`config.mk`:
```
export PLATFORM = sky130hd
export DESIGN_NAME = clint_timer
export DESIGN_NICKNAME = d
export VERILOG_FILES = /design/src/hw/lsu_pkg.sv /design/src/hw/clint_timer.sv
export VERILOG_INCLUDE_DIRS = /design/src /design/src/hw
export SDC_FILE = /design/constraint.sdc
export NUM_CORES = 1
export LEC_CHECK = 0
export BUFFER_PORTS_ARGS = -buffer_cell sky130_fd_sc_hd__buf_2
export CORE_UTILIZATION = 37
export CTS_CLUSTER_DIAMETER = 30
export DETAILED_ROUTE_END_ITERATION = 12
export HOLD_SLACK_MARGIN = 0.1
export PLACE_DENSITY_LB_ADDON = 0.3
export SYNTH_ARGS = -nofsm -noshare
export SYNTH_HDL_FRONTEND = slang
export SYNTH_SLANG_ARGS = --single-unit
```
`constraint.sdc`:
```
create_clock -name clk -period 2.55 [get_ports clk]
set_input_delay 0.51 -clock clk [delete_from_list [all_inputs] [get_ports clk]]
set_output_delay 0.51 -clock clk [all_outputs]
set_load 0.01 [all_outputs]
```
`src/hw/lsu_macros.svh`:
```
`ifndef LSU_MACROS_SVH
`define LSU_MACROS_SVH

// timer window, inclusive at both ends
`define LSU_DEV_CLINT     32'h0200_0000
`define LSU_DEV_CLINT_END 32'h0200_ffff
`define LSU_MTIME_LO      16'hbff8
`define LSU_MTIME_HI      16'hbffc

// sram window, one word per entry
`define LSU_SRAM_BASE     32'h8000_0000
`define LSU_SRAM_WORDS    256

`endif

```
`src/hw/lsu_pkg.sv`:
```
`default_nettype none

package lsu_pkg;

    // access width of a request, none makes no bus access
    typedef enum logic [1:0] {
        size_none = 2'd0,
        size_byte = 2'd1,
        size_half = 2'd2,
        size_word = 2'd3
    } size_t;

    // response codes as on the AXI-lite b and r channels
    typedef enum logic [1:0] {
        resp_okay   = 2'd0,
        resp_slverr = 2'd2,
        resp_decerr = 2'd3
    } resp_t;

endpackage

`default_nettype wire

```
`src/hw/clint_timer.sv`:
```
`timescale 1ns/100ps
`default_nettype none
`include "lsu_macros.svh"

module clint_timer (
    input  logic           clk,
    input  logic           rst_n,
    input  logic [15:0]    araddr,
    input  logic           arvalid,
    input  logic           rready,
    output logic           arready,
    output logic           rvalid,
    output logic [31:0]    rdata,
    output lsu_pkg::resp_t rresp
);
    import lsu_pkg::*;

    logic [63:0] mtime;

    assign arready = !rvalid;  // one read outstanding
    assign rresp   = resp_okay;

    always_ff @(posedge clk or negedge rst_n) begin
        if (!rst_n) begin
            mtime  <= '0;
            rvalid <= 1'b0;
        end else begin
            mtime <= mtime + 64'd1;
            if (arvalid && arready)
                rvalid <= 1'b1;
            else if (rready)
                rvalid <= 1'b0;
        end
    end

    // word sampled at the ar transfer
    always_ff @(posedge clk) begin
        if (arvalid && arready) begin
            case (araddr)
                `LSU_MTIME_LO: rdata <= mtime[31:0];
                `LSU_MTIME_HI: rdata <= mtime[63:32];
                default:       rdata <= 32'h0;
            endcase
        end
    end

endmodule

`default_nettype wire

```
==> results.json <==
{
  "status": "finished clean",
  "drt-total-wl_mm": 9.32,
  "cts_buffer_depth": 2,
  "grt_max_degree": 66,
  "synthCells": 379,
  "finalHoldViolCount": 0,
  "synth_seq_area_share_pct": 57.1,
  "ys_seq_elements": 97,
  "yosys.area.top_type": "dfrtp_1",
  "post_cts_buffers": 0,
  "slowest_stage": "nor4_1",
  "grt_pass1_vias": 2952,
  "min_period_ns": 2.21,
  "critPathKind": "flip-flop to flip-flop",
  "grt_pass1_wl_mm": 15.5,
  "drtIter0Drc": 232,
  "h-tree-depth": 3,
  "worstMarginPinSlew_ns": 0.707,
  "fmax_ghz": 0.453,
  "peakVddDrop_mv": 0.298,
  "ant_nets": 0,
  "hp-class": "input pin to async pin",
  "crit_arrival_ns": 2.44,
  "initial_utilization_pct": 37.9,
  "rsz0062_at_grt": "no",
  "die_area_mm2": 0.0127,
  "wl_met3_um": 396,
  "holdWs_ns": 0.177,
  "grt_overflow": 0,
  "final_core_util_pct": 44.1,
  "track_usage_pct": 16.0,
  "cpPeakStageDelay_ns": 0.59,
  "crit_path_end_kind": "flip-flop",
  "cts_resized": 0,
  "multi_input_area_mm2": 0.00184,
  "die_x_um": 113,
  "clk_pin_slew_ns": 0.07,
  "core-area_mm2": 0.0120,
  "dp_hpwl_mm": 6.45,
  "numCtsBuffers": 9,
  "required_ns": 2.78,
  "clock_skew_ns": 0.00708,
  "relSlewSlack_pct": 52.5,
  "p_per_area_mw_per_mm2": 592,
  "synth_area_per_cell_um2": 11.9,
  "finalSetupViolCount": 0,
  "layout-drive-gt1-share_pct": 19.5,
  "nets": 458,
  "drt-wirelength-per-cell_um": 15.8,
  "critPathLaunchType": "flip-flop",
  "syn2layout_area_growth_pct": 16.6,
  "clkLatencyLatePin_ns": 0.34,
  "critical_path_peak_fanout": 5,
  "die_height_um": 113,
  "report.final.slew_viol_count": 0,
  "post-route-drc-count": 0,
  "syn_area_mm2": 0.00453,
  "cts_tree": "done",
  "avgViaCountPerCell": 5.19,
  "cap_violations": 0,
  "clock-sinks": 97,
  "yosysTopAreaCellShare_pct": 35.9,
  "top_layer": "met4",
  "ys_types": 35,
  "leakagePower_uw": 0.00222,
  "cts-root-buf": "clkbuf_16",
  "num_rows": 40,
  "nFillCells": 1095,
  "holdBufCountCts": 0,
  "num_vias": 3055,
  "antenna_found_initial": 0,
  "port_buffers": 53,
  "wl_met1_mm": 4.52,
  "antenna_cells": 0,
  "yosys_warnings": 0,
  "synthTopCellsByArea": "dfrtp_1 (36%), edfxtp_1 (21%), xnor2_1 (11%)",
  "fin_crit_sh_pct": 86.6,
  "ios": 56,
  "worstPathCellList": "ha_1 -> and4_1 -> nand4_2 -> nor4_1 -> nand3_1 -> xnor2_1",
  "seq_area_mm2": 0.00259,
  "routabilityCongestion": 0.843,
  "dr.pass1.iters": 4,
  "fin_setup_tns_ns": 0,
  "dr_wl_met2_mm": 4.20
}
synthesized netlist by cell type:
library cell and n:
dfrtp_1 65, xnor2_1 55, nor2_1 46, edfxtp_1 32
mux2i_1 32, nand4_1 30, nand3_1 23, nand2_1 19
and3_1 8, and4_1 8, inv_1 7, xor2_1 6
clkbuf_1 5, and2_1 4, buf_4 4, nor3_1 4
nor4_1 4, buf_1 3, nand4b_1 3, nor4_4 3
buf_2 2, nand3b_1 2, nor3_2 2, and3_4 1
and4_4 1, buf_6 1, conb_1 1, ha_1 1
nand4_2 1, nand4_4 1, nor2b_1 1, o21bai_1 1
or2_2 1, or4_1 1, xor2_2 1
state kept, by name, summed over array words and instances, names as in the netlist:
register,count
mtime,64
rdata,32
rvalid,1
metrics by stage:
stage / cells / setup WS [ns] / instance area, µm² / power (µW)
floorplan: 380 / 0.145 / 4530 / 1760
finish: 589 / 0.343 / 5280 / 3120
CTS: 589 / 0.364 / 5280 / 3170
global placement: 573 / 0.451 / 4990 / 1840
detailed placement: 573 / 0.379 / 4990 / 1840
global route: 589 / 0.239 / 5280 / 3240
layer usage:
layer  vias to the layer above  global-route usage, %
li1                       1469                      -
met1                      1497                   23.1
met2                        77                   23.7
met3                        12                   1.67
met4                         0                   8.27
met5                         -                      0
cell families after synthesis:
group,Yosys count,synth area share [%]
fa+ha+maj,1,0.276
other cells,1,0.0828
simple gates,163,20.7
compound gates,1,0.166
xor+xnor,62,12.2
mux,32,7.07
buf+inv,22,2.38
flops,97,57.1
where the power goes:
part,internal [µW],switching (µW),leakage [µW]
logic,56.0,91.3,0.000874
clock network,754,567,0.000138
registers,1650,10.0,0.00121
total,2460,668,0.00222
cell type report:
type,instances,share of cell area (%)
well taps,147,3.48
flip-flops and latches,97,49.0
multi-input cells,261,34.9
inverters,7,0.498
repair buffers,61,6.64
clock inverters,6,1.11
clock buffers,10,4.34
path summary, 6_finish.rpt:
path	endpoint	slack, ns	cells after the start	start
hold reg to reg	mtime[0]	0.49	1	mtime[0]
max in group asynchronous	mtime[55]	2.10	2	rst_n
setup / recovery	mtime[34]	0.34	6	mtime[0]
setup reg to reg	mtime[34]	0.34	6	mtime[0]
min in group clk	rvalid	0.33	2	rready
hold / removal	mtime[0]	0.18	2	rst_n
worst max-delay path, delay by kind of cell (launching register included):
| kind | cells | cell delay (ns) |
|---|---|---|
| and+or+nand+nor | 4 | 1.32 |
| DFF | 1 | 0.39 |
| adders and majority gates | 1 | 0.22 |
| xor gates and xnor gates | 1 | 0.17 |
layout by cell type (no fill, tap or decap), types with 3 or more instances in the layout:
cell type and n:
and4_1 8, xnor2_1 55, buf_2 53, nand4_1 30
inv_1 7, nand3_1 23, clkbuf_16 9, xor2_1 6
and2_1 4, nand2_1 19, dfrtp_1 65, buf_4 6
nor4_1 4, nand4b_1 3, and3_1 8, mux2i_1 32
nor2_1 46, nor4_4 3, nor3_1 4, edfxtp_1 32
Power figures use the tool's default switching activity.
