--- config.mk ---
export PLATFORM = sky130hd
export DESIGN_NAME = lsu_core
export DESIGN_NICKNAME = d
export VERILOG_FILES = /design/src/hw/lsu_macros.svh /design/src/hw/lsu_pkg.sv /design/src/hw/lsu_core.sv
export SDC_FILE = /design/constraint.sdc
export NUM_CORES = 1
export LEC_CHECK = 0
export ABC_AREA = 1
export BUFFER_PORTS_ARGS = -buffer_cell sky130_fd_sc_hd__buf_2
export CORE_AREA = 2 2 127 129
export DETAILED_ROUTE_END_ITERATION = 10
export DIE_AREA = 0 0 129 131
export GPL_TIMING_DRIVEN = 0
export PLACE_DENSITY = 0.69
export SYNTH_ARGS = -nofsm -noshare
export SYNTH_HDL_FRONTEND = slang
export SYNTH_SLANG_ARGS = --single-unit
--- constraint.sdc ---
create_clock -name clk -period 7.7 [get_ports clk]
set_input_delay 1.155 -clock clk [delete_from_list [all_inputs] [get_ports clk]]
set_output_delay 1.155 -clock clk [all_outputs]
set_load 0.1 [all_outputs]
--- src/hw/lsu_macros.svh ---
`ifndef LSU_MACROS_SVH
`define LSU_MACROS_SVH

// timer window, inclusive at both ends
`define LSU_DEV_CLINT     32'h0200_0000
`define LSU_DEV_CLINT_END 32'h0200_ffff
`define LSU_MTIME_LO      16'hbff8
`define LSU_MTIME_HI      16'hbffc

// sram window, one word per entry
`define LSU_SRAM_BASE     32'h8000_0000
`define LSU_SRAM_WORDS    256

`endif

--- src/hw/lsu_pkg.sv ---
`default_nettype none

package lsu_pkg;

    // access width of a request, none makes no bus access
    typedef enum logic [1:0] {
        size_none = 2'd0,
        size_byte = 2'd1,
        size_half = 2'd2,
        size_word = 2'd3
    } size_t;

    // response codes as on the AXI-lite b and r channels
    typedef enum logic [1:0] {
        resp_okay   = 2'd0,
        resp_slverr = 2'd2,
        resp_decerr = 2'd3
    } resp_t;

endpackage

`default_nettype wire

--- src/hw/lsu_core.sv ---
`timescale 1ns/100ps
`default_nettype none

module lsu_core (
    input  logic           clk,
    input  logic           rst_n,
    input  logic           ren,
    input  logic           wen,
    input  logic           sign,
    input  lsu_pkg::size_t size,
    input  logic [31:0]    addr,
    input  logic [31:0]    wdata_lane,
    input  logic [3:0]     wstrb,
    input  logic [31:0]    rdata_ext,
    input  logic           arready,
    input  logic           rvalid,
    input  logic [31:0]    rdata_bus,
    input  lsu_pkg::resp_t rresp,
    input  logic           awready,
    input  logic           wready,
    input  logic           bvalid,
    input  lsu_pkg::resp_t bresp,
    output lsu_pkg::size_t al_size,
    output logic           al_sign,
    output logic [1:0]     al_addr_lo,
    output logic [31:0]    rword,
    output logic [31:0]    rdata,
    output logic           done,
    output logic           err,
    output logic           busy,
    output logic           arvalid,
    output logic [31:0]    araddr,
    output logic           rready,
    output logic           awvalid,
    output logic [31:0]    awaddr,
    output logic           wvalid,
    output logic [31:0]    wdata,
    output logic [3:0]     wstrb_out,
    output logic           bready
);
    import lsu_pkg::*;

    localparam logic [2:0] st_idle = 3'd0;
    localparam logic [2:0] st_ar   = 3'd1;
    localparam logic [2:0] st_r    = 3'd2;
    localparam logic [2:0] st_ext  = 3'd3;
    localparam logic [2:0] st_aw   = 3'd4;
    localparam logic [2:0] st_w    = 3'd5;
    localparam logic [2:0] st_b    = 3'd6;
    localparam logic [2:0] st_done = 3'd7;

    logic [2:0]  state;
    logic        err_q;
    logic [31:0] addr_q;
    size_t       size_q;
    logic        sign_q;
    logic        accept;
    logic        misaligned;

    assign accept     = (state == st_idle) && (ren || wen);
    assign misaligned = ((size == size_half) && addr[0]) ||
                        ((size == size_word) && (addr[1:0] != 2'b00));

    // aligner sees the live request at accept, the held one afterwards
    assign al_size    = busy ? size_q : size;
    assign al_sign    = busy ? sign_q : sign;
    assign al_addr_lo = busy ? addr_q[1:0] : addr[1:0];

    assign busy    = (state != st_idle);
    assign done    = (state == st_done);
    assign err     = done && err_q;
    assign arvalid = (state == st_ar);
    assign awvalid = (state == st_aw);
    assign wvalid  = (state == st_w);
    assign araddr  = addr_q;
    assign awaddr  = addr_q;
    assign rready  = 1'b1;
    assign bready  = 1'b1;

    always_ff @(posedge clk or negedge rst_n) begin
        if (!rst_n) begin
            state <= st_idle;
            err_q <= 1'b0;
            rdata <= '0;
        end else begin
            case (state)
                st_idle: begin
                    if (accept) begin
                        err_q <= misaligned;
                        if (misaligned || (size == size_none))
                            state <= st_done;  // no bus access
                        else if (ren)
                            state <= st_ar;  // read wins over write
                        else
                            state <= st_aw;
                    end
                end
                st_ar: if (arready) state <= st_r;
                st_r: begin
                    if (rvalid && rready) begin
                        err_q <= (rresp != resp_okay);
                        state <= st_ext;
                    end
                end
                st_ext: begin
                    rdata <= rdata_ext;
                    state <= st_done;
                end
                st_aw: if (awready) state <= st_w;
                st_w: if (wready) state <= st_b;
                st_b: begin
                    if (bvalid && bready) begin
                        err_q <= (bresp != resp_okay);
                        state <= st_done;
                    end
                end
                default: state <= st_idle;
            endcase
        end
    end

    always_ff @(posedge clk) begin
        if (accept) begin
            addr_q    <= addr;
            size_q    <= size;
            sign_q    <= sign;
            wdata     <= wdata_lane;
            wstrb_out <= wstrb;
        end
        if ((state == st_r) && rvalid && rready)
            rword <= rdata_bus;
    end

endmodule

`default_nettype wire

==> run metrics <==
crit path max fanout=10; R2R depth=5; Slew Viols, Final=0; Endpoint, Worst Hold=err_q$_DFFE_PN0P_; Hold Vio Cnt, Final=0; largest net degree at the start of global routing=37; number of flops mapped to enable cells by yosys=103; core box area=15600 sq um; ant diodes=0; vias in the first global route=3668; Starting Density=0.327; area of the multi-input gates=762 sq um; layout cell share with drive strength beyond 1=0.648; Synth Area in Adders=0; clock buffer count from CTS=17; post-synthesis compound-gate area fraction=0.0111; Ports=325; ys flop type=edfxtp_1; gr ovfl total=0; final net count=800; clk slew on worst S/H paths=60 ps; clk root buf=clkbuf_16; postcts setup bufs=0; TNS Setup=0 ps; Routed WL per cell=15.8 um; die footprint=16900 sq um; CP Data Required Time=6550 ps; crit path kind=flip-flop to output pin; H-tree depth=4; FF+latch count, synth=139; largest family of logic cells by synthesized area=multiplexers; Die W=129 um; post-synth top area share=0.607; simple-gate share of the synthesized area=0.0639; Rel. slew slack=0.308; Post-Route WL=13900 um; iteration count of the initial detailed-routing pass=4; Crit. Startpoint=state[0]$_DFFE_PN0P_; Initial DRC Count=156; CTS tree=built; FP Rows=46; Yosys warnings=0; count leader, synth=edfxtp_1; nature of the critical path endpoint=output pin; Critical Path AT=2070 ps; period utilization=0.419; fmax=0.310 GHz; Mapped Area=5090 sq um; worst-margin pin slew=1030 ps; MaxCap Viol Count=0; Worst-Skew Late Latency=410 ps; first-pass GRT wire length=19800 um; placed cell areas=7050 sq um; Post-synth ARST share=0.259; hold crit path type=flip-flop to flip-flop; post-route design area=7600 sq um; post-synth top area cell=edfxtp_1; Synth Area per Inst=16.6 sq um; startpoint types=flip-flop; hold path depth=2; Post-CTS Resized=0; reg2reg setup slack=5270 ps; Antenna Nets Post-Route=0; multiplexer share of the synthesized area=0.0707; area grow syn2layout=49.2%; worst reg2reg endpoint=araddr[27]$_DFFE_PP_; register area=3990 sq um; commonest cells in the netlist=edfxtp_1, nand2_1, dfrtp_1; Setup violations, final=0; Die Height=131 um; synthesized instance count=306; hold_sp=err_q$_DFFE_PN0P_; initial antenna violation count=0; CTS Sinks=139; Synth Area in XOR/XNOR=0; hold buffer count at CTS=0; Max clock buf depth=2; final critical-path required period=3230 ps; total track usage=0.160; drt via density=4.27; # DRC=0; status=completed; Filler cells=1377; DR vias=3760; Synth cell types=22; I/O Buffers=322; RSZ-0062 raised after global routing=no; Worst Skew=6.20 ps; top cells by area, synth=edfxtp_1, dfrtp_1, mux2_2; sequential-to-total area share from yosys stat=0.784; Detail Placement HPWL=11000 um; Reg2Reg Launch Point=state[0]$_DFFE_PN0P_; Placer Congestion=0.981
## per-stage QoR
| step | worst slack, ps | std cells | util | hold WS (ps) |
|---|---|---|---|---|
| 5_1_grt | 4310 | 881 | 0.487 | 519 |
| 4_1_cts | 4440 | 881 | 0.487 | 497 |
| 2_1_floorplan | 3040 | 307 | - | 441 |
| 3_3_place_gp | 1940 | 845 | 0.448 | 470 |
| 6_report | 4470 | 881 | 0.487 | 489 |
| 3_5_place_dp | 4580 | 849 | 0.452 | 483 |
## layout by cell type (no fill, tap or decap), types with 2 or more instances in the layout
| cell | instances |
|---|---|
| o211ai_1 | 4 |
| clkbuf_16 | 17 |
| buf_6 | 5 |
| mux2_2 | 30 |
| dfrtp_1 | 36 |
| clkinvlp_4 | 4 |
| clkinv_4 | 2 |
| nand3b_1 | 3 |
| conb_1 | 2 |
| nor2_1 | 13 |
| nor2_4 | 3 |
| nand3_1 | 8 |
| buf_4 | 34 |
| clkinv_2 | 2 |
| edfxtp_1 | 103 |
| o21ai_0 | 4 |
| buf_2 | 324 |
| nand2_1 | 39 |
| inv_1 | 14 |
| clkinv_1 | 2 |
| mux2_1 | 2 |
| inv_6 | 3 |
## worst max path at each step
stage / end / slack, ps
2_1_floorplan: araddr[0]$_DFFE_PP_ / 3040
3_3_place_gp: araddr[27]$_DFFE_PP_ / 1940
3_5_place_dp: al_size[0] / 4580
4_1_cts: al_size[0] / 4440
5_1_grt: al_size[0] / 4310
6_report: al_size[0] / 4470
## cell families (layout without fill, tap and decap cells)
kind of cell / Yosys count / in the layout
buf+inv: 54 / 412
simple gates: 71 / 71
mux: 32 / 32
other cells: 1 / 2
compound gates: 9 / 9
flops: 139 / 139
## critical path, cell delays in order, from the launching register on
cell,delay [ps]
dfrtp_1,490
nor2_2,200
nand2_1,100
buf_2,200
o21ai_0,190
buf_2,460
## final cells by class
cell class,instances,share of cell area
Sequential cell,139,0.525
Timing Repair Buffer,326,0.220
Multi-Input combinational cell,114,0.100
Clock buffer,18,0.0565
Buffer,39,0.0393
Tap cell,216,0.0356
Clock inverter,14,0.0160
Inverter,15,0.00741
## per-layer routing
| layer | track usage | share of wire |
|---|---|---|
| met2 | 0.267 | 0.50 |
| met1 | 0.189 | 0.41 |
| met3 | 0.0578 | 0.074 |
| met5 | 0 | 0 |
| met4 | 0.0678 | 0.019 |
## sequential cells by signal (all words and copies together), names as in the netlist
signal	count
sign_q	1
araddr	32
rdata	32
rword	32
wdata	32
wstrb_out	4
err_q	1
size_q	2
state	3
Power is not shown: default switching activity piles up to over one toggle a cycle in this logic, so the estimate is an artifact.
