[config.mk]
export PLATFORM = sky130hd
export DESIGN_NAME = lsu_align
export DESIGN_NICKNAME = d
export VERILOG_FILES = /design/src/hw/lsu_macros.svh /design/src/hw/lsu_pkg.sv /design/src/hw/lsu_align.sv
export SDC_FILE = /design/constraint.sdc
export NUM_CORES = 1
export LEC_CHECK = 0
export BUFFER_PORTS_ARGS = -buffer_cell sky130_fd_sc_hd__buf_4
export CAP_MARGIN = 20
export CORE_ASPECT_RATIO = 1.1
export CORE_UTILIZATION = 39
export DETAILED_ROUTE_END_ITERATION = 8
export GPL_TIMING_DRIVEN = 0
export PLACE_DENSITY = 0.95
export SLEW_MARGIN = 20
export SYNTH_ARGS = -nofsm -noshare
export SYNTH_HDL_FRONTEND = slang
export SYNTH_SLANG_ARGS = --single-unit
[constraint.sdc]
create_clock -name vclk -period 4.1
set_clock_uncertainty 0.15 [all_clocks]
set_input_delay 1.025 -clock vclk [all_inputs]
set_output_delay 1.025 -clock vclk [all_outputs]
set_load 0.05 [all_outputs]
[src/hw/lsu_macros.svh]
`ifndef LSU_MACROS_SVH
`define LSU_MACROS_SVH

// timer window, inclusive at both ends
`define LSU_DEV_CLINT     32'h0200_0000
`define LSU_DEV_CLINT_END 32'h0200_ffff
`define LSU_MTIME_LO      16'hbff8
`define LSU_MTIME_HI      16'hbffc

// sram window, one word per entry
`define LSU_SRAM_BASE     32'h8000_0000
`define LSU_SRAM_WORDS    256

`endif

[src/hw/lsu_pkg.sv]
`default_nettype none

package lsu_pkg;

    // access width of a request, none makes no bus access
    typedef enum logic [1:0] {
        size_none = 2'd0,
        size_byte = 2'd1,
        size_half = 2'd2,
        size_word = 2'd3
    } size_t;

    // response codes as on the AXI-lite b and r channels
    typedef enum logic [1:0] {
        resp_okay   = 2'd0,
        resp_slverr = 2'd2,
        resp_decerr = 2'd3
    } resp_t;

endpackage

`default_nettype wire

[src/hw/lsu_align.sv]
`timescale 1ns/100ps
`default_nettype none

module lsu_align (
    input  lsu_pkg::size_t size,
    input  logic           sign,
    input  logic [1:0]     addr_lo,
    input  logic [31:0]    wdata,
    input  logic [31:0]    rword,
    output logic [31:0]    wdata_lane,
    output logic [3:0]     wstrb,
    output logic [31:0]    rdata_ext
);
    import lsu_pkg::*;

    logic [31:0] rshift;

    assign wdata_lane = wdata << {addr_lo, 3'b000};  // store data into its byte lane
    assign rshift     = rword >> {addr_lo, 3'b000};  // loaded lane down to bit 0

    always_comb begin
        wstrb     = 4'b0000;
        rdata_ext = '0;
        case (size)
            size_byte: begin
                wstrb     = 4'b0001 << addr_lo;
                rdata_ext = {{24{sign & rshift[7]}}, rshift[7:0]};
            end
            size_half: begin
                wstrb     = addr_lo[1] ? 4'b1100 : 4'b0011;
                rdata_ext = {{16{sign & rshift[15]}}, rshift[15:0]};
            end
            size_word: begin
                wstrb     = 4'b1111;
                rdata_ext = rshift;
            end
            default: begin
                wstrb     = 4'b0000;  // no access
                rdata_ext = '0;
            end
        endcase
    end

endmodule

`default_nettype wire

==> metrics.log, run 1 <==
[metrics] final hold slack: 2.27 ns
[metrics] gate count after technology mapping: 198
[metrics] placeable core region: 3020 µm²
[metrics] Final Util: approximately 76%
[metrics] final wirelength: 5.54 mm
[metrics] Top-Level Pins: 137
[metrics] post-place instance area: 2300 µm²
[metrics] class of the most critical hold timing path: input pin to output port
[metrics] endpoints failing hold: 0
[metrics] hold bufs inserted after CTS: 0
[metrics] number of warning messages in the yosys log: 0
[metrics] largest fanout of any net on the critical path: 10
[metrics] Achievable Freq: 254 MHz
[metrics] Resize count post-CTS: 0
[metrics] Die Y: between 60 and 70 µm
[metrics] # rows: 21
[metrics] Critical Path Sink Type: output port
[metrics] sequential cell fraction of total power: 0%
[metrics] maximum vdd drop: 170 µV
[metrics] result of the run: complete, no violations
[metrics] layout-stage area growth over the synthesis result: 86.3%
[metrics] maximum number of pins on one net before global-route repair: 11
[metrics] Distinct cells, synth: 21
[metrics] number of violations of the max-capacitance limit: 0
[metrics] final count of negative-setup-slack endpoints: 0
[metrics] finished layout cell area: between 2000 and 2500 µm²
[metrics] setup TNS after final layout: 0 ns
[metrics] initial antenna violation count: 0
[metrics] via total after detailed routing: between 2000 and 2500
[metrics] clock buf count: 0
[metrics] ranking of synthesized cells by area: sky130_fd_sc_hd__mux2i_1 26%, sky130_fd_sc_hd__a211oi_1 13%, sky130_fd_sc_hd__o21ai_0 10%
[metrics] slew of the pin with the lowest slew margin: 0.594 ns
[metrics] footprint of the flip-flops and latches: 0 µm²
[metrics] type of the setup path with the least slack: input pin to output port
[metrics] switching part of the total power: 65.9%
[metrics] launching element type of the critical path: input pin
[metrics] Residual DRC: 0
[metrics] number of vias per cell after detailed routing: 5.57
[metrics] power per unit of standard cell area: 199 nW/µm²
[metrics] half-perimeter wire length after placement: 4.39 mm
[metrics] unrepaired setup endpoints after global routing: no
[metrics] final critical path time including I/O delays and setup: ~3.9 ns
[metrics] area of the die: about 3400 µm²
[metrics] design internal power: 0.156 mW
[metrics] leakage power total: 1.23 nW
[metrics] clock network fraction of design power: 0%
[metrics] Worst EP arrival: 2.77 ns
[metrics] required time at the endpoint of the critical path: slightly below 3 ns
[metrics] share of the synthesized area in the top cell type: about a quarter
[metrics] share of total power in combinational logic: 100.0%
[metrics] Avg Cell Area, Syn: 6.22 µm²
[metrics] fraction of the yosys area taken by sequential cells: 0%
[metrics] Pins Over Slew Limit: 0
[metrics] first drt pass iteration count: 4
[metrics] overall die width: 55.6 µm
[metrics] count of flip-flops and latches: 0
[metrics] share of post-route cells with drive strength above 1: between 40% and 50%
[metrics] cell area after synthesis: ~1200 µm²
[metrics] vias in the first global route: ~1800
[metrics] final net count: 405
[metrics] most common cell in the netlist: sky130_fd_sc_hd__mux2i_1
[metrics] Synth Net Count: 267
[metrics] number of buffers added for setup after CTS: 0
[metrics] library cell occupying the most area in the post-synthesis netlist: sky130_fd_sc_hd__mux2i_1
[metrics] global router's overall resource usage: 29.9%
[metrics] synth cell count leaders: 32 x sky130_fd_sc_hd__mux2i_1, 29 x sky130_fd_sc_hd__nand2_1, 25 x sky130_fd_sc_hd__o21ai_0, 22 x sky130_fd_sc_hd__a211oi_1, 18 x sky130_fd_sc_hd__nor2_1
[metrics] input/output buffers: 136
[metrics] final cycle utilization of the critical path: a little under 100%
[metrics] Routability Congestion: 0.832
[metrics] global-route wire length before repair: approximately 8 mm
[metrics] aggregate global routing overflow: 0
[metrics] ANT nets after route: 0
[metrics] DRC violation total after the first TritonRoute iteration: 89
[metrics] final routed wire length divided by cell count: between 15 and 20 µm
[metrics] Slew headroom: between 60% and 70%
[metrics] antenna cell count: 0
[metrics] net switching power: roughly 0.30 mW
[metrics] initial standard-cell utilization of the core: 40.8%
[routing by layer]
layer,up-vias,track usage (%),part of all wire [%]
li1,980,-,-
met5,-,0,0
met1,931,32.9,37
met3,8,6.18,10
met2,132,59.4,51
met4,0,7.50,1.3
[power groups by stage]
| stage | registers (mW) | logic (mW) | clock network, mW |
|---|---|---|---|
| detailed placement | 0 | 0.454 | 0 |
| global placement | 0 | 0.449 | 0 |
| CTS | 0 | 0.455 | 0 |
| floorplan | 0 | 0.290 | 0 |
| finish | 0 | 0.456 | 0 |
| global route | 0 | 0.478 | 0 |
[final timing paths]
| check | cells after the start | end | start | slack (ns) |
|---|---|---|---|---|
| worst max-delay path | 7 | rdata_ext[26] | size[1] | 0.16 |
| worst min-delay path | 4 | rdata_ext[30] | rword[30] | 2.27 |
[logic make-up after synthesis]
| kind of cell | after synthesis | synth area share (%) |
|---|---|---|
| AO/OA/AOI/OAI | 69 | 34.1 |
| multiplexers | 33 | 27.8 |
| AND/OR/NAND/NOR | 75 | 29.8 |
| buffers and inverters | 21 | 8.22 |
[worst max-delay path, cell delays in order]
cell	delay [ns]
sky130_fd_sc_hd__buf_4	0.08
sky130_fd_sc_hd__clkbuf_1	0.29
sky130_fd_sc_hd__nand3b_1	0.36
sky130_fd_sc_hd__nor2_1	0.57
sky130_fd_sc_hd__nand2_1	0.13
sky130_fd_sc_hd__nand2_1	0.10
sky130_fd_sc_hd__buf_4	0.19
[stage by stage]
step,cells,power (mW),setup slack [ns]
5_1_grt,368,0.478,0.0104
3_5_place_dp,368,0.454,0.158
3_3_place_gp,368,0.449,0.207
6_report,368,0.456,0.160
4_1_cts,368,0.455,0.166
2_1_floorplan,198,0.290,0.0138
[layout make-up]
class	instances	area [µm²]
Multi-Input combinational cell	177	1130
Timing Repair Buffer	136	1020
Fill cell	253	726
Buffer	18	90.1
Tap cell	34	42.5
Inverter	3	11.3
[cells in the final DEF, fill, tap and decap left out, drive strengths merged, types with 2 or more instances in the layout]
cell type	n
nor2	18
a21boi	2
and2	8
inv	3
mux2i	32
buf	144
clkbuf	10
a21oi	17
nor2b	16
o21ai	27
nand2	29
a211oi	22
Note: power is estimated with default switching activity, not from simulation.
==> run 2: changes to the inputs <==
CORE_UTILIZATION = 33   (was 39)
PLACE_DENSITY = 0.92   (was 0.95)
clock period = 3.4 ns   (was 4.1 ns; I/O delays follow)
==> run 2 against run 1 <==
  * Sequential share of layout area stayed put
  * Wire length increased by 7.7%
  * Utilization down 6.3 points
  * Final cell count rose by 5.2%
  * Largest cell class unchanged
  * Largest power group unchanged
==> metrics.log, run 2 (same netlist as run 1, synthesis figures left out) <==
[metrics] Slowest-stage cell, CP: sky130_fd_sc_hd__mux4_2
[metrics] endpoints failing hold: 0
[metrics] required time at the endpoint of the critical path: 2.40 ns
[metrics] initial antenna violation count: 0
[metrics] first drt pass iteration count: 4
[metrics] power per unit of standard cell area: around 240 nW/µm²
[metrics] Residual DRC: 0
[metrics] number of vias per cell after detailed routing: about 5.3
[metrics] maximum vdd drop: 168 µV
[metrics] Pins Over Slew Limit: 0
[metrics] share of post-route cells with drive strength above 1: 48.1%
[metrics] via total after detailed routing: 2070
[metrics] vias in the first global route: slightly below 2000
[metrics] unrepaired setup endpoints after global routing: no
[metrics] final critical path time including I/O delays and setup: 3.31 ns
[metrics] Top-Level Pins: 137
[metrics] critical path launch point: addr_lo[1]
[metrics] # rows: 22
[metrics] type of the setup path with the least slack: input pin to output port
[metrics] fill count: around 280
[metrics] initial standard-cell utilization of the core: 35.8%
[metrics] global router's overall resource usage: 28.3%
[metrics] Die Y: approximately 66 µm
[metrics] class of the most critical hold timing path: input pin to output port
[metrics] final routed wire length divided by cell count: around 15 µm
[metrics] area of the die: 3980 µm²
[metrics] Finished Layout Cells: 387
[metrics] number of violations of the max-capacitance limit: 0
[metrics] final total power: about 0.57 mW
[metrics] leakage power total: 1.27 nW
[metrics] stage delay of the slowest cell on the critical path: 0.56 ns
[metrics] largest fanout of any net on the critical path: 10
[metrics] global-route wire length before repair: 8.85 mm
[metrics] final net count: 410
[metrics] overall die width: ~60 µm
[metrics] Slew headroom: 48.7%
[metrics] most common cell after layout, fill and taps aside: sky130_fd_sc_hd__buf_4
[metrics] result of the run: complete, no violations
[metrics] DRC violation total after the first TritonRoute iteration: between 100 and 150
[metrics] final cycle utilization of the critical path: 97.4%
[metrics] Achievable Freq: 302 MHz
[metrics] instance count after placement with tap cells included: approximately 380
[metrics] launching element type of the critical path: input pin
[metrics] clock buf count: 0
[metrics] aggregate global routing overflow: 0
[metrics] finished layout cell area: 2400 µm²
[metrics] Buffers & Inverters on Critical Path: 3
[metrics] worst-case setup margin in the final layout: 0.0898 ns
[metrics] maximum number of pins on one net before global-route repair: 11
[metrics] setup TNS after final layout: 0 ns
[metrics] final hold slack: 1.92 ns
[metrics] half-perimeter wire length after placement: between 4 and 5 mm
[metrics] total area of multi-input combinational cells: 1170 µm²
[metrics] antenna cell count: 0
[metrics] input/output buffers: 136
[metrics] footprint of the flip-flops and latches: 0 µm²
[metrics] placeable core region: 3440 µm²
[metrics] count of flip-flops and latches: 0
[metrics] most used cell along the critical path: sky130_fd_sc_hd__buf_6
[metrics] layout-stage area growth over the synthesis result: 94.5%
[metrics] commonest non-fill, non-tap cells in the layout: 141 x sky130_fd_sc_hd__buf_4, 32 x sky130_fd_sc_hd__mux2i_1, 29 x sky130_fd_sc_hd__nand2_1
[metrics] setup slack at placement: -0.121 ns
[metrics] Worst EP arrival: 2.31 ns
[metrics] startpoint of the most critical hold path: rword[30]
[metrics] Cell Chain, Critical Path: buf_6 > mux4_2 > nand4_4 > a21boi_4 > buf_6 > o21ai_1 > buf_4
[metrics] final wirelength: 5.97 mm
[metrics] Routability Congestion: a little over 0.8
[metrics] final count of negative-setup-slack endpoints: 0
[metrics] CP delay by family, top: multiplexers
[metrics] Final Util: 69.7%
[metrics] post-place instance area: 2350 µm²
[metrics] Critical Path Sink Type: output port
[metrics] ANT nets after route: 0
[metrics] slew of the pin with the lowest slew margin: 0.767 ns
[run 2: changes by cell type in the layout (fill, tap and decap cells not counted), moves of 3 or more]
cell and delta:
sky130_fd_sc_hd__o21ai_0 -17, sky130_fd_sc_hd__o21ai_1 +17, sky130_fd_sc_hd__a211oi_1 -7, sky130_fd_sc_hd__a211oi_2 +7
sky130_fd_sc_hd__buf_4 +5, sky130_fd_sc_hd__clkbuf_1 -3, sky130_fd_sc_hd__clkbuf_2 +3
[run 2: tightest hold or removal path: cells and delay by family]
kind	cells	cell delay, ns
buf+inv	2	0.28
simple gates	2	0.09
[run 2: what timing repair did]
action,4_1_cts,5_1_grt
pin swaps,0,2
buffers inserted,1,4
setup endpoints to repair,10,27
gates cloned,0,0
gates resized for setup,1,7
hold buffers,0,0
[run 2: where the power goes]
| part | switching (mW) | internal [mW] | total, mW |
|---|---|---|---|
| combinational | 0.371 | 0.196 | 0.567 |
| sequential | 0 | 0 | 0 |
| clock | 0 | 0 | 0 |
[run 2: path summary, 6_finish.rpt]
path / end / slack (ns) / depth (start not counted)
min: rdata_ext[30] / 1.92 / 4
max: rdata_ext[22] / 0.09 / 7
[run 2: layer usage]
layer	vias up	GRT usage (%)	routed length (µm)
met5	-	0	0
met2	129	54.8	3020
met3	6	5.09	660
met1	942	31.4	2230
li1	993	-	-
met4	0	4.36	58
[run 2: cell type report]
type               instances  area share, %
inverters                  3          0.470
well taps                 48           2.51
repair buffers           141           44.2
plain buffers             18           3.91
multi-input cells        177           49.0
