<file path="config.mk">
export PLATFORM = sky130hd
export DESIGN_NAME = lsu_xbar
export DESIGN_NICKNAME = d
export VERILOG_FILES = /design/src/hw/lsu_pkg.sv /design/src/hw/lsu_xbar.sv
export VERILOG_INCLUDE_DIRS = /design/src /design/src/hw
export SDC_FILE = /design/constraint.sdc
export NUM_CORES = 1
export LEC_CHECK = 0
export BUFFER_PORTS_ARGS = -buffer_cell sky130_fd_sc_hd__buf_4
export CAP_MARGIN = 10
export CORE_AREA = 2 2 75 77
export CTS_CLUSTER_SIZE = 8
export DETAILED_ROUTE_END_ITERATION = 10
export DIE_AREA = 0 0 77 79
export MAX_ROUTING_LAYER = met4
export PLACE_DENSITY = 0.66
export SLEW_MARGIN = 15
export SYNTH_ARGS = -nofsm -noshare
export SYNTH_HDL_FRONTEND = slang
export SYNTH_SLANG_ARGS = --single-unit
</file>
<file path="constraint.sdc">
create_clock -name clk -period 3 [get_ports clk]
set_clock_uncertainty 0.15 [all_clocks]
set_input_delay 0.6 -clock clk [delete_from_list [all_inputs] [get_ports clk]]
set_output_delay 0.6 -clock clk [all_outputs]
set_load 0.01 [all_outputs]
</file>
<file path="src/hw/lsu_macros.svh">
`ifndef LSU_MACROS_SVH
`define LSU_MACROS_SVH

// timer window, inclusive at both ends
`define LSU_DEV_CLINT     32'h0200_0000
`define LSU_DEV_CLINT_END 32'h0200_ffff
`define LSU_MTIME_LO      16'hbff8
`define LSU_MTIME_HI      16'hbffc

// sram window, one word per entry
`define LSU_SRAM_BASE     32'h8000_0000
`define LSU_SRAM_WORDS    256

`endif

</file>
<file path="src/hw/lsu_pkg.sv">
`default_nettype none

package lsu_pkg;

    // access width of a request, none makes no bus access
    typedef enum logic [1:0] {
        size_none = 2'd0,
        size_byte = 2'd1,
        size_half = 2'd2,
        size_word = 2'd3
    } size_t;

    // response codes as on the AXI-lite b and r channels
    typedef enum logic [1:0] {
        resp_okay   = 2'd0,
        resp_slverr = 2'd2,
        resp_decerr = 2'd3
    } resp_t;

endpackage

`default_nettype wire

</file>
<file path="src/hw/lsu_xbar.sv">
`timescale 1ns/100ps
`default_nettype none
`include "lsu_macros.svh"

module lsu_xbar (
    input  logic           clk,
    input  logic           rst_n,
    input  logic           arvalid,
    input  logic [31:0]    araddr,
    output logic           arready,
    output logic           rvalid,
    output logic [31:0]    rdata,
    output lsu_pkg::resp_t rresp,
    input  logic           rready,
    input  logic           awvalid,
    input  logic [31:0]    awaddr,
    output logic           awready,
    input  logic           wvalid,
    output logic           wready,
    output logic           bvalid,
    output lsu_pkg::resp_t bresp,
    input  logic           bready,
    output logic           t_arvalid,
    input  logic           t_arready,
    input  logic           t_rvalid,
    input  logic [31:0]    t_rdata,
    input  lsu_pkg::resp_t t_rresp,
    output logic           s_arvalid,
    input  logic           s_arready,
    input  logic           s_rvalid,
    input  logic [31:0]    s_rdata,
    input  lsu_pkg::resp_t s_rresp,
    output logic           s_awvalid,
    input  logic           s_awready,
    output logic           s_wvalid,
    input  logic           s_wready,
    input  logic           s_bvalid,
    input  lsu_pkg::resp_t s_bresp
);
    import lsu_pkg::*;

    localparam logic [31:0] sram_bytes = 32'(`LSU_SRAM_WORDS * 4);

    logic r_clint;
    logic r_sram;
    logic w_sram;
    logic d_rvalid;
    logic d_bvalid;

    assign r_clint = (araddr >= `LSU_DEV_CLINT) && (araddr <= `LSU_DEV_CLINT_END);
    assign r_sram  = (araddr - `LSU_SRAM_BASE) < sram_bytes;
    assign w_sram  = (awaddr - `LSU_SRAM_BASE) < sram_bytes;  // timer takes no writes

    assign t_arvalid = arvalid && r_clint;
    assign s_arvalid = arvalid && r_sram;
    assign arready   = r_clint ? t_arready : (r_sram ? s_arready : 1'b1);
    assign rvalid    = r_clint ? t_rvalid  : (r_sram ? s_rvalid  : d_rvalid);
    assign rdata     = r_clint ? t_rdata   : (r_sram ? s_rdata   : 32'h0);
    assign rresp     = r_clint ? t_rresp   : (r_sram ? s_rresp   : resp_decerr);

    assign s_awvalid = awvalid && w_sram;
    assign s_wvalid  = wvalid && w_sram;
    assign awready   = w_sram ? s_awready : 1'b1;
    assign wready    = w_sram ? s_wready  : 1'b1;
    assign bvalid    = w_sram ? s_bvalid  : d_bvalid;
    assign bresp     = w_sram ? s_bresp   : resp_decerr;

    // local error responder for unmapped targets
    always_ff @(posedge clk or negedge rst_n) begin
        if (!rst_n) begin
            d_rvalid <= 1'b0;
            d_bvalid <= 1'b0;
        end else begin
            if (arvalid && !r_clint && !r_sram)
                d_rvalid <= 1'b1;
            else if (rready)
                d_rvalid <= 1'b0;
            if (wvalid && !w_sram)
                d_bvalid <= 1'b1;  // aw already taken at once
            else if (bready)
                d_bvalid <= 1'b0;
        end
    end

endmodule

`default_nettype wire

</file>
==> results.toml, run 1 <==
[status]
status = "finished clean"

[final_layout]
layout.cells.most_common = "buf_4"
commonest_non_fill_non_tap_cells_in_the_layout = "buf_4 (174), a22o_1 (33), nor4_1 (7), inv_1 (6)"
fill_cells = 571
area_occupied_by_multi_input_gates_um2 = 567
register_area_um2 = 50.0
area_delta_synth_final_pct = 210
final_layout_net_count = 410
drive_gt1_frac = 0.704
num_antenna_cells = 0

[logic_synthesis]
synth.net_count = 236
dominantRegCellSynth = "dfrtp_1"
post_synth_instance_area_um2 = 682
synth-edff-count = 0
syn-mean-instance-area_um2 = 7.75
synth_cells = 88
synth-seq-cells = 2
async_flop_share = 1.00
netlist-cell-type-count = 26
yosysSeqAreaShare = 0.0734
synth_warnings = 0

[sta]
timing.final.hold_violations = 0
final-setup-viol-count = 0
max_slew_margin = 0.767
finalWorstPathRequiredPeriod_ns = 2.79
fin_tns_setup_ns = 0
final.period_utilization = 0.930
max_freq_mhz = 359
rsz0062_at_grt = "no"
final-max-slew-violation-count = 0
tightestPinTransition_ns = 0.346

[critical_path]
critPathKind = "input port to output pin"
worst_setup_path_start_kind = "input port"
critPathArrivalTime_ns = 2.04
reg2regPathDepth = 1
cp.required_ns = 2.25
setup_crit_end_kind = "output pin"
timing.critical_path.fanout_max = 35

[run]
drv_cap = 0

[pwr]
totalPowerFinal_mw = 0.279
pwr_cell_area_nw_per_um2 = 132
leakagePower_nw = 1.12
ir_drop_mv = 0.128

[die]
die_area_um2 = 6080
core_region_area_um2 = 5340
pin_count = 193
die_wd_um = 77
initial_cell_density_of_the_core = 0.128
fp-row-count = 27
floorplan.die.height_um = 79

[cts]
postCtsHoldBufs = 0
clock-root-buffer = "clkbuf_8"
tritoncts.num_buffers = 3
worstSkewPairLatency_ns = 0.21
ctsResizeCount = 0
cts_buffer_depth = 2
post_cts.repair.setup_buffers = 0
clock_tree_from_tritoncts = "built"
clkTransAtPathRegs_ns = 0.03
clock_tree.htree_level_count = 1
clock_sink_count = 2

[drt]
postRouteAntennaNets = 0
detail_route.vias_per_cell = 4.27
via_count = 1416
post_drt_wl_per_cell_um = 12.1
drt_wl_total_um = 4020
first_pass_iters = 4
detailedRoute.firstIterationViolations = 39
route.detailed.drc = 0

[global_route]
track_usage = 0.123
number_of_antenna_violations_at_the_first_check_in_global_routing = 0
grt_pass1_wl_um = 6060
global_route.overflow_total = 0
first_global_vias = 1372
grt_max_degree = 36

[placed_design]
detail_placement_hpwl_um = 3510
gp_congestion = 0.717
port_buffers = 172

[min_path]
hp-class = "input port to asynchronous set/reset pin"
power by group:
part / total, mW / internal [mW] / switching, mW / leakage (nW)
Combinational: 0.144 / 0.112 / 0.0318 / 1.08
Sequential: 0.0301 / 0.0291 / 0.00103 / 0.0215
Clock: 0.105 / 0.0848 / 0.0204 / 0.0216
logic make-up (layout without fill, tap and decap cells):
family,Yosys count,in the layout,synth area share
AO/OA/AOI/OAI,40,40,0.484
buffers and inverters,13,185,0.0954
flip-flops,2,2,0.0734
multiplexers,1,1,0.0165
AND/OR/NAND/NOR,32,32,0.330
cell usage after synthesis (all sizes together) (2+ instances only):
library cell	count	area share
nor2	3	0.020
and3	2	0.018
dfrtp	2	0.073
nand4	2	0.018
a21oi	3	0.022
nor4	8	0.095
inv	6	0.033
nor3	3	0.022
buf	7	0.062
a22o	33	0.42
or2b	4	0.044
and2	4	0.037
sequential cells by signal, summed over array words and instances, names as in the netlist:
signal	cells
d_rvalid	1
d_bvalid	1
path summary, 6_finish.rpt:
path | end | start | slack [ns]
worst max-delay path | rdata[30] | araddr[20] | 0.21
worst min-delay path | d_rvalid | rst_n | 0.02
worst max register to register | d_rvalid | d_rvalid | 2.15
worst min register to register | d_rvalid | d_rvalid | 0.37
max in group asynchronous | d_bvalid | rst_n | 2.60
min in group clk | d_rvalid | d_rvalid | 0.37
cell type report:
class	instances	share of cell area
clock buffers	3	0.0195
multi-input cells	73	0.268
repair buffers	176	0.636
flip-flops and latches	2	0.0236
well taps	72	0.0426
inverters	6	0.0106
metrics by stage:
| stage | utilization | hold WS, ns | area [um2] | std cells | setup WS [ns] |
|---|---|---|---|---|---|
| floorplan | - | 0.154 | 682 | 88 | 0.409 |
| global placement | 0.389 | 0.234 | 2080 | 329 | 0.211 |
| finish | 0.397 | 0.0168 | 2120 | 332 | 0.211 |
| detailed placement | 0.389 | 0.235 | 2080 | 329 | 0.205 |
| global route | 0.397 | 0.0127 | 2120 | 332 | 0.0742 |
| CTS | 0.397 | 0.0144 | 2120 | 332 | 0.203 |
worst max-delay path, stage by stage:
cell    delay, ns
buf_4        0.10
nor4_1       0.36
and4_1       0.29
and2_1       0.18
buf_12       0.19
a22o_1       0.17
buf_4        0.12
metal layers:
layer	global-route usage	wire length, um	vias to the layer above
met5	-	0	-
met2	0.227	2120	86
met4	0.0286	42	0
met1	0.130	1380	619
li1	-	-	707
met3	0.0352	468	4
Power figures use the tool's default switching activity.
==> inputs of run 2 (changes only) <==
Settings changed: PLACE_DENSITY 0.66 to 0.68.
Clock period 3 ns to 2.25 ns, I/O delays scaled along.
==> run 2 against run 1 <==
  * The flow now finishes with violations (setup timing)
  * Non-clock buffer count is 11 higher
  * Total power rose by 43%
  * First-iteration DRC count is 49% lower
  * Count of clock-buffer cells in the layout is the same
  * Clock power increased by 33%
  * Sequential power is 33% higher
  * Via count is 5.6% higher
  * Worst hold slack better by 0.27 ns
  * Setup slack got worse by 0.44 ns
  * Sequential share of layout area down 0.37 points
  * Global-route usage grew 2.6 points
  * Critical endpoint is now bvalid
  * Largest cell class unchanged
==> results.toml, run 2 (synthesis results as in run 1) <==
[status]
status = "complete, but fails checks"
failed_checks = "setup timing"

[drt]
drt_wl_total_um = 4750
detail_route.vias_per_cell = 4.36
route.detailed.drc = 0
via_count = 1495
first_pass_iters = 4
post_drt_wl_per_cell_um = 13.9
detailedRoute.firstIterationViolations = 20
postRouteAntennaNets = 0

[final_layout]
layout.cells.most_common = "buf_4"
num_antenna_cells = 0
drive_gt1_frac = 0.775
commonest_non_fill_non_tap_cells_in_the_layout = "buf_4 (156), a22o_1 (33), buf_6 (24), inv_1 (6), nor4_4 (5)"
postLayoutCoreUtil = 0.470
area_delta_synth_final_pct = 268
fill_cells = 524
final_layout_net_count = 421
final_cell_area_um2 = 2510
reg.largest.list = "d_bvalid (1), d_rvalid (1)"

[min_path]
hp-class = "input port to flip-flop"

[global_route]
number_of_antenna_violations_at_the_first_check_in_global_routing = 0
first_global_vias = 1488
track_usage = 0.148
grt_max_degree = 19
global_route.overflow_total = 0
grt_pass1_wl_um = 7090

[sta]
layout_setup_ws_ns = -0.232
tightestPinTransition_ns = 0.468
finalWorstPathRequiredPeriod_ns = 2.48
final-setup-viol-count = 39
max_slew_margin = 0.688
final-max-slew-violation-count = 0
rsz0062_at_grt = "yes"
max_freq_mhz = 403
final.period_utilization = 1.10
hold_slack_ns = 0.285
timing.final.hold_violations = 0

[cts]
cts_buffer_depth = 2
clock_tree.htree_level_count = 1
clock_sink_count = 2
tritoncts.num_buffers = 3
clock_tree_from_tritoncts = "built"
worstSkewPairLatency_ns = 0.21
clock-root-buffer = "clkbuf_8"
clkTransAtPathRegs_ns = 0.03

[pwr]
pwr_cell_area_nw_per_um2 = 159
ir_drop_mv = 0.137
leakagePower_nw = 1.27

[placed_design]
detail_placement_hpwl_um = 3500
area_post_placement_um2 = 2110
gp_congestion = 0.696
place_ws_ns = -0.272
port_buffers = 172

[die]
core_region_area_um2 = 5340
die_wd_um = 77
floorplan.die.height_um = 79
die_area_um2 = 6080
initial_cell_density_of_the_core = 0.128
pin_count = 193
fp-row-count = 27

[critical_path]
timing.critical_path.fanout_max = 2
setup_crit_end_kind = "output pin"
critPathKind = "input port to output pin"
critPathArrivalTime_ns = 1.88
worst_setup_path_start_kind = "input port"
cp.required_ns = 1.65

[run]
drv_cap = 0
run 2: changes by cell type in the layout (fill, tap and decap cells not counted), sizes merged:
cell,delta
dlygate4sd3,+1
clkbuf,+1
buf,+9
run 2: repair_timing:
action / 4_1_cts / 5_1_grt
resized for setup: 39 / 18
endpoints found under the hold margin: 2 / 0
pin swaps: 25 / 14
cloned: 4 / 0
endpoints found under the setup margin: 43 / 43
buffers inserted: 6 / 1
hold buffers: 1 / 0
run 2: final cells by class:
type / instances / area [um2] / area share
multi-input cells: 73 / 711 / 0.284
well taps: 72 / 90.1 / 0.0359
clock buffers: 3 / 41.3 / 0.0165
flip-flops and latches: 2 / 50.0 / 0.0200
repair buffers: 187 / 1590 / 0.635
inverters: 6 / 22.5 / 0.00899
run 2: final timing paths:
kind                       startpoint  endpoint  slack, ns  depth (start not counted)
max                        awaddr[20]    bvalid      -0.23                          6
min                            bready  d_bvalid       0.29                          2
max reg2reg                  d_rvalid  d_rvalid       1.41                          1
min reg2reg                  d_rvalid  d_rvalid       0.36                          1
max in group asynchronous       rst_n  d_bvalid       1.43                          2
min in group asynchronous       rst_n  d_rvalid       0.43                          2
run 2: per-stage QoR:
step / instances / setup TNS (ns) / power [mW]
2_1_floorplan: 88 / -0.0413 / 0.0570
3_3_place_gp: 333 / -7.33 / 0.230
3_5_place_dp: 333 / -7.31 / 0.234
4_1_cts: 346 / -4.85 / 0.394
5_1_grt: 343 / -7.71 / 0.421
6_report: 343 / -4.89 / 0.400
run 2: critical path: stages:
cell and delay, ns:
buf_6 0.09, or4_4 0.53, nor4_4 0.23, buf_4 0.16, mux2_4 0.30, buf_6 0.12
run 2: power by group:
| group | switching [mW] | internal (mW) |
|---|---|---|
| Combinational | 0.0594 | 0.160 |
| Clock | 0.0270 | 0.113 |
| Sequential | 0.00142 | 0.0387 |
run 2: layer usage:
metal / vias up / routed length, um / GRT usage
li1: 732 / - / -
met4: 0 / 25 / 0.0411
met5: - / 0 / -
met2: 79 / 2600 / 0.275
met3: 2 / 339 / 0.0227
met1: 682 / 1790 / 0.166
==> inputs of run 3 (changes only) <==
Settings changed: ABC_AREA from default to 1, PLACE_DENSITY 0.68 to 0.75.
==> run 3 against run 2 <==
  * Total power grew 3.8%
  * Global-route usage grew 0.72 points
  * The flow now finishes without violations
  * Sequential cell count is the same
  * Critical path depth grew 2
  * Count of clock-buffer cells in the layout is the same
  * Synthesized area grew 52%
  * Worst hold slack lost 0.023 ns
  * Final cell count grew 31%
  * Maximum frequency grew 13%
  * Sequential share of layout area shrank 0.25 points
  * Setup slack gained 0.28 ns
==> results.toml, run 3 <==
[sta]
final-max-slew-violation-count = 0
tightestPinTransition_ns = 0.232
rsz0062_at_grt = "yes"
final.period_utilization = 0.977
max_slew_margin = 0.845
max_freq_mhz = 455
final-setup-viol-count = 0
timing.final.hold_violations = 0
finalWorstPathRequiredPeriod_ns = 2.20

[logic_synthesis]
synth_warnings = 0
async_flop_share = 1.00
synth-edff-count = 0
synth-seq-cells = 2
yosys.area.top_type_share = 0.305
synth.net_count = 345
synth_area_leaders = "nand2_1 (30%), o21ai_2 (20%), nor2_1 (13%)"
syn-mean-instance-area_um2 = 5.25
netlist-cell-type-count = 21
post-synth-top-area-cell = "nand2_1"
post-synth-top-count-cell = "nand2_1"
synth_top_cells_by_count = "nand2_1 (84), nor2_1 (37), o21ai_2 (24), inv_1 (11), o21ai_0 (7)"
dominantRegCellSynth = "dfrtp_1"
yosysSeqAreaShare = 0.0484
synth_cells = 197
post_synth_instance_area_um2 = 1030

[global_route]
grt_max_degree = 24
track_usage = 0.156
global_route.overflow_total = 0
first_global_vias = 1850
grt_pass1_wl_um = 7890
number_of_antenna_violations_at_the_first_check_in_global_routing = 0

[placed_design]
gp_congestion = 0.694
placed_cells = 437
port_buffers = 172
detail_placement_hpwl_um = 3960

[die]
die_area_um2 = 6080
floorplan.die.height_um = 79
fp-row-count = 27
initial_cell_density_of_the_core = 0.194
pin_count = 193
die_wd_um = 77
core_region_area_um2 = 5340

[final_layout]
layoutNonFillerInstCount = 449
reg.largest.list = "d_bvalid (1), d_rvalid (1)"
drive_gt1_frac = 0.692
num_antenna_cells = 0
area_delta_synth_final_pct = 176
commonest_non_fill_non_tap_cells_in_the_layout = "buf_4 (167), nand2_1 (58), o21ai_2 (29), nor2_1 (27), nand2_2 (22)"
final_layout_net_count = 527
layout.cells.most_common = "buf_4"
fill_cells = 528

[critical_path]
timing.critical_path.fanout_max = 20
setup_crit_end_kind = "output pin"
setup_slack_on_the_worst_flop_to_flop_path_ns = 1.49
worst_setup_path_start_kind = "input port"
critPathKind = "input port to output pin"
cp.required_ns = 1.65
critPathArrivalTime_ns = 1.60

[pwr]
leakagePower_nw = 1.54
pwr_cell_area_nw_per_um2 = 145
totalPowerFinal_mw = 0.415
ir_drop_mv = 0.157

[cts]
clock_tree_from_tritoncts = "built"
worstSkewPairLatency_ns = 0.21
clkTransAtPathRegs_ns = 0.03
clock-root-buffer = "clkbuf_8"
clock_sink_count = 2
cts_buffer_depth = 2
clock_tree.htree_level_count = 1
tritoncts.num_buffers = 3

[drt]
detailedRoute.firstIterationViolations = 34
postRouteAntennaNets = 0
first_pass_iters = 4
route.detailed.drc = 0
detail_route.vias_per_cell = 4.27
drt_wl_total_um = 5300
post_drt_wl_per_cell_um = 11.8
via_count = 1915

[status]
status = "finished clean"

[min_path]
hp-class = "input port to flip-flop"

[run]
drv_cap = 0
==> run 3: cell types whose count changed after synthesis, moves of 5 or more <==
| cell | change |
|---|---|
| inv_1 | +5 |
| buf_6 | +5 |
| o21ai_2 | +24 |
| or2_1 | +6 |
| a22o_1 | -33 |
| nor2_1 | +35 |
| nand2_1 | +84 |
| nor4_1 | -7 |
| o21ai_0 | +6 |
==> run 3: through the flow <==
| stage | setup WS (ns) | hold slack (ns) | cell area (um2) | TNS (ns) | utilization |
|---|---|---|---|---|---|
| floorplan | 0.330 | 0.00441 | 1030 | 0 | - |
| detailed placement | -0.00308 | 0.0849 | 2420 | -0.00308 | 0.454 |
| finish | 0.0525 | 0.262 | 2860 | 0 | 0.535 |
| CTS | 0.0243 | 0.257 | 2480 | 0 | 0.464 |
| global placement | 0.0468 | 0.0825 | 2420 | 0 | 0.454 |
| global route | -0.0423 | 0.273 | 2860 | -0.633 | 0.535 |
==> run 3: repair_timing <==
action | 4_1_cts | 5_1_grt
resized for setup | 1 | 73
hold buffers | 1 | 0
setup buffers | 0 | 2
cloned | 0 | 6
setup endpoints to repair | 1 | 39
endpoints found under the hold margin | 2 | 0
pin swaps | 0 | 6
==> run 3: cell families after synthesis <==
logic type             share of synthesized area
buffers and inverters                      0.128
AND/OR/NAND/NOR                            0.577
flip-flops                                0.0484
AO/OA/AOI/OAI                              0.247
==> run 3: layer usage <==
layer  wire, um  part of all wire  vias up  track usage
met5          0                 0        -            -
met4         47            0.0089        0       0.0304
met3        341             0.064        4       0.0261
met2       2860              0.54       84        0.301
met1       2050              0.39      838        0.169
li1           -                 -      989            -
==> run 3: worst max-delay path: stages <==
cell	delay [ns]
buf_6	0.10
nor2_4	0.10
nand2_2	0.07
nor2_4	0.22
nand3_4	0.15
buf_12	0.20
o21ai_2	0.16
buf_4	0.14
==> run 3: final timing paths <==
path / endpoint / startpoint / cells after the start
setup / recovery: rdata[0] / araddr[19] / 8
max in group asynchronous: d_rvalid / rst_n / 2
setup reg to reg: d_rvalid / d_rvalid / 2
min in group asynchronous: d_bvalid / rst_n / 2
hold reg to reg: d_bvalid / d_bvalid / 2
hold / removal: d_rvalid / rready / 2
==> run 3: cell type report <==
class / instances / area (um2) / share of cell area
timing repair buffer: 187 / 1600 / 0.560
multi-input combinational: 173 / 1020 / 0.357
tap: 72 / 90.1 / 0.0315
inverter: 12 / 57.6 / 0.0201
sequential: 2 / 50.0 / 0.0175
clock buffer: 3 / 41.3 / 0.0144
==> run 3: power by group <==
| group | internal [mW] | leakage [nW] | switching, mW |
|---|---|---|---|
| clock | 0.113 | 0.0216 | 0.0252 |
| sequential | 0.0387 | 0.0215 | 0.000874 |
| combinational | 0.165 | 1.49 | 0.0726 |
| total | 0.316 | 1.54 | 0.0987 |
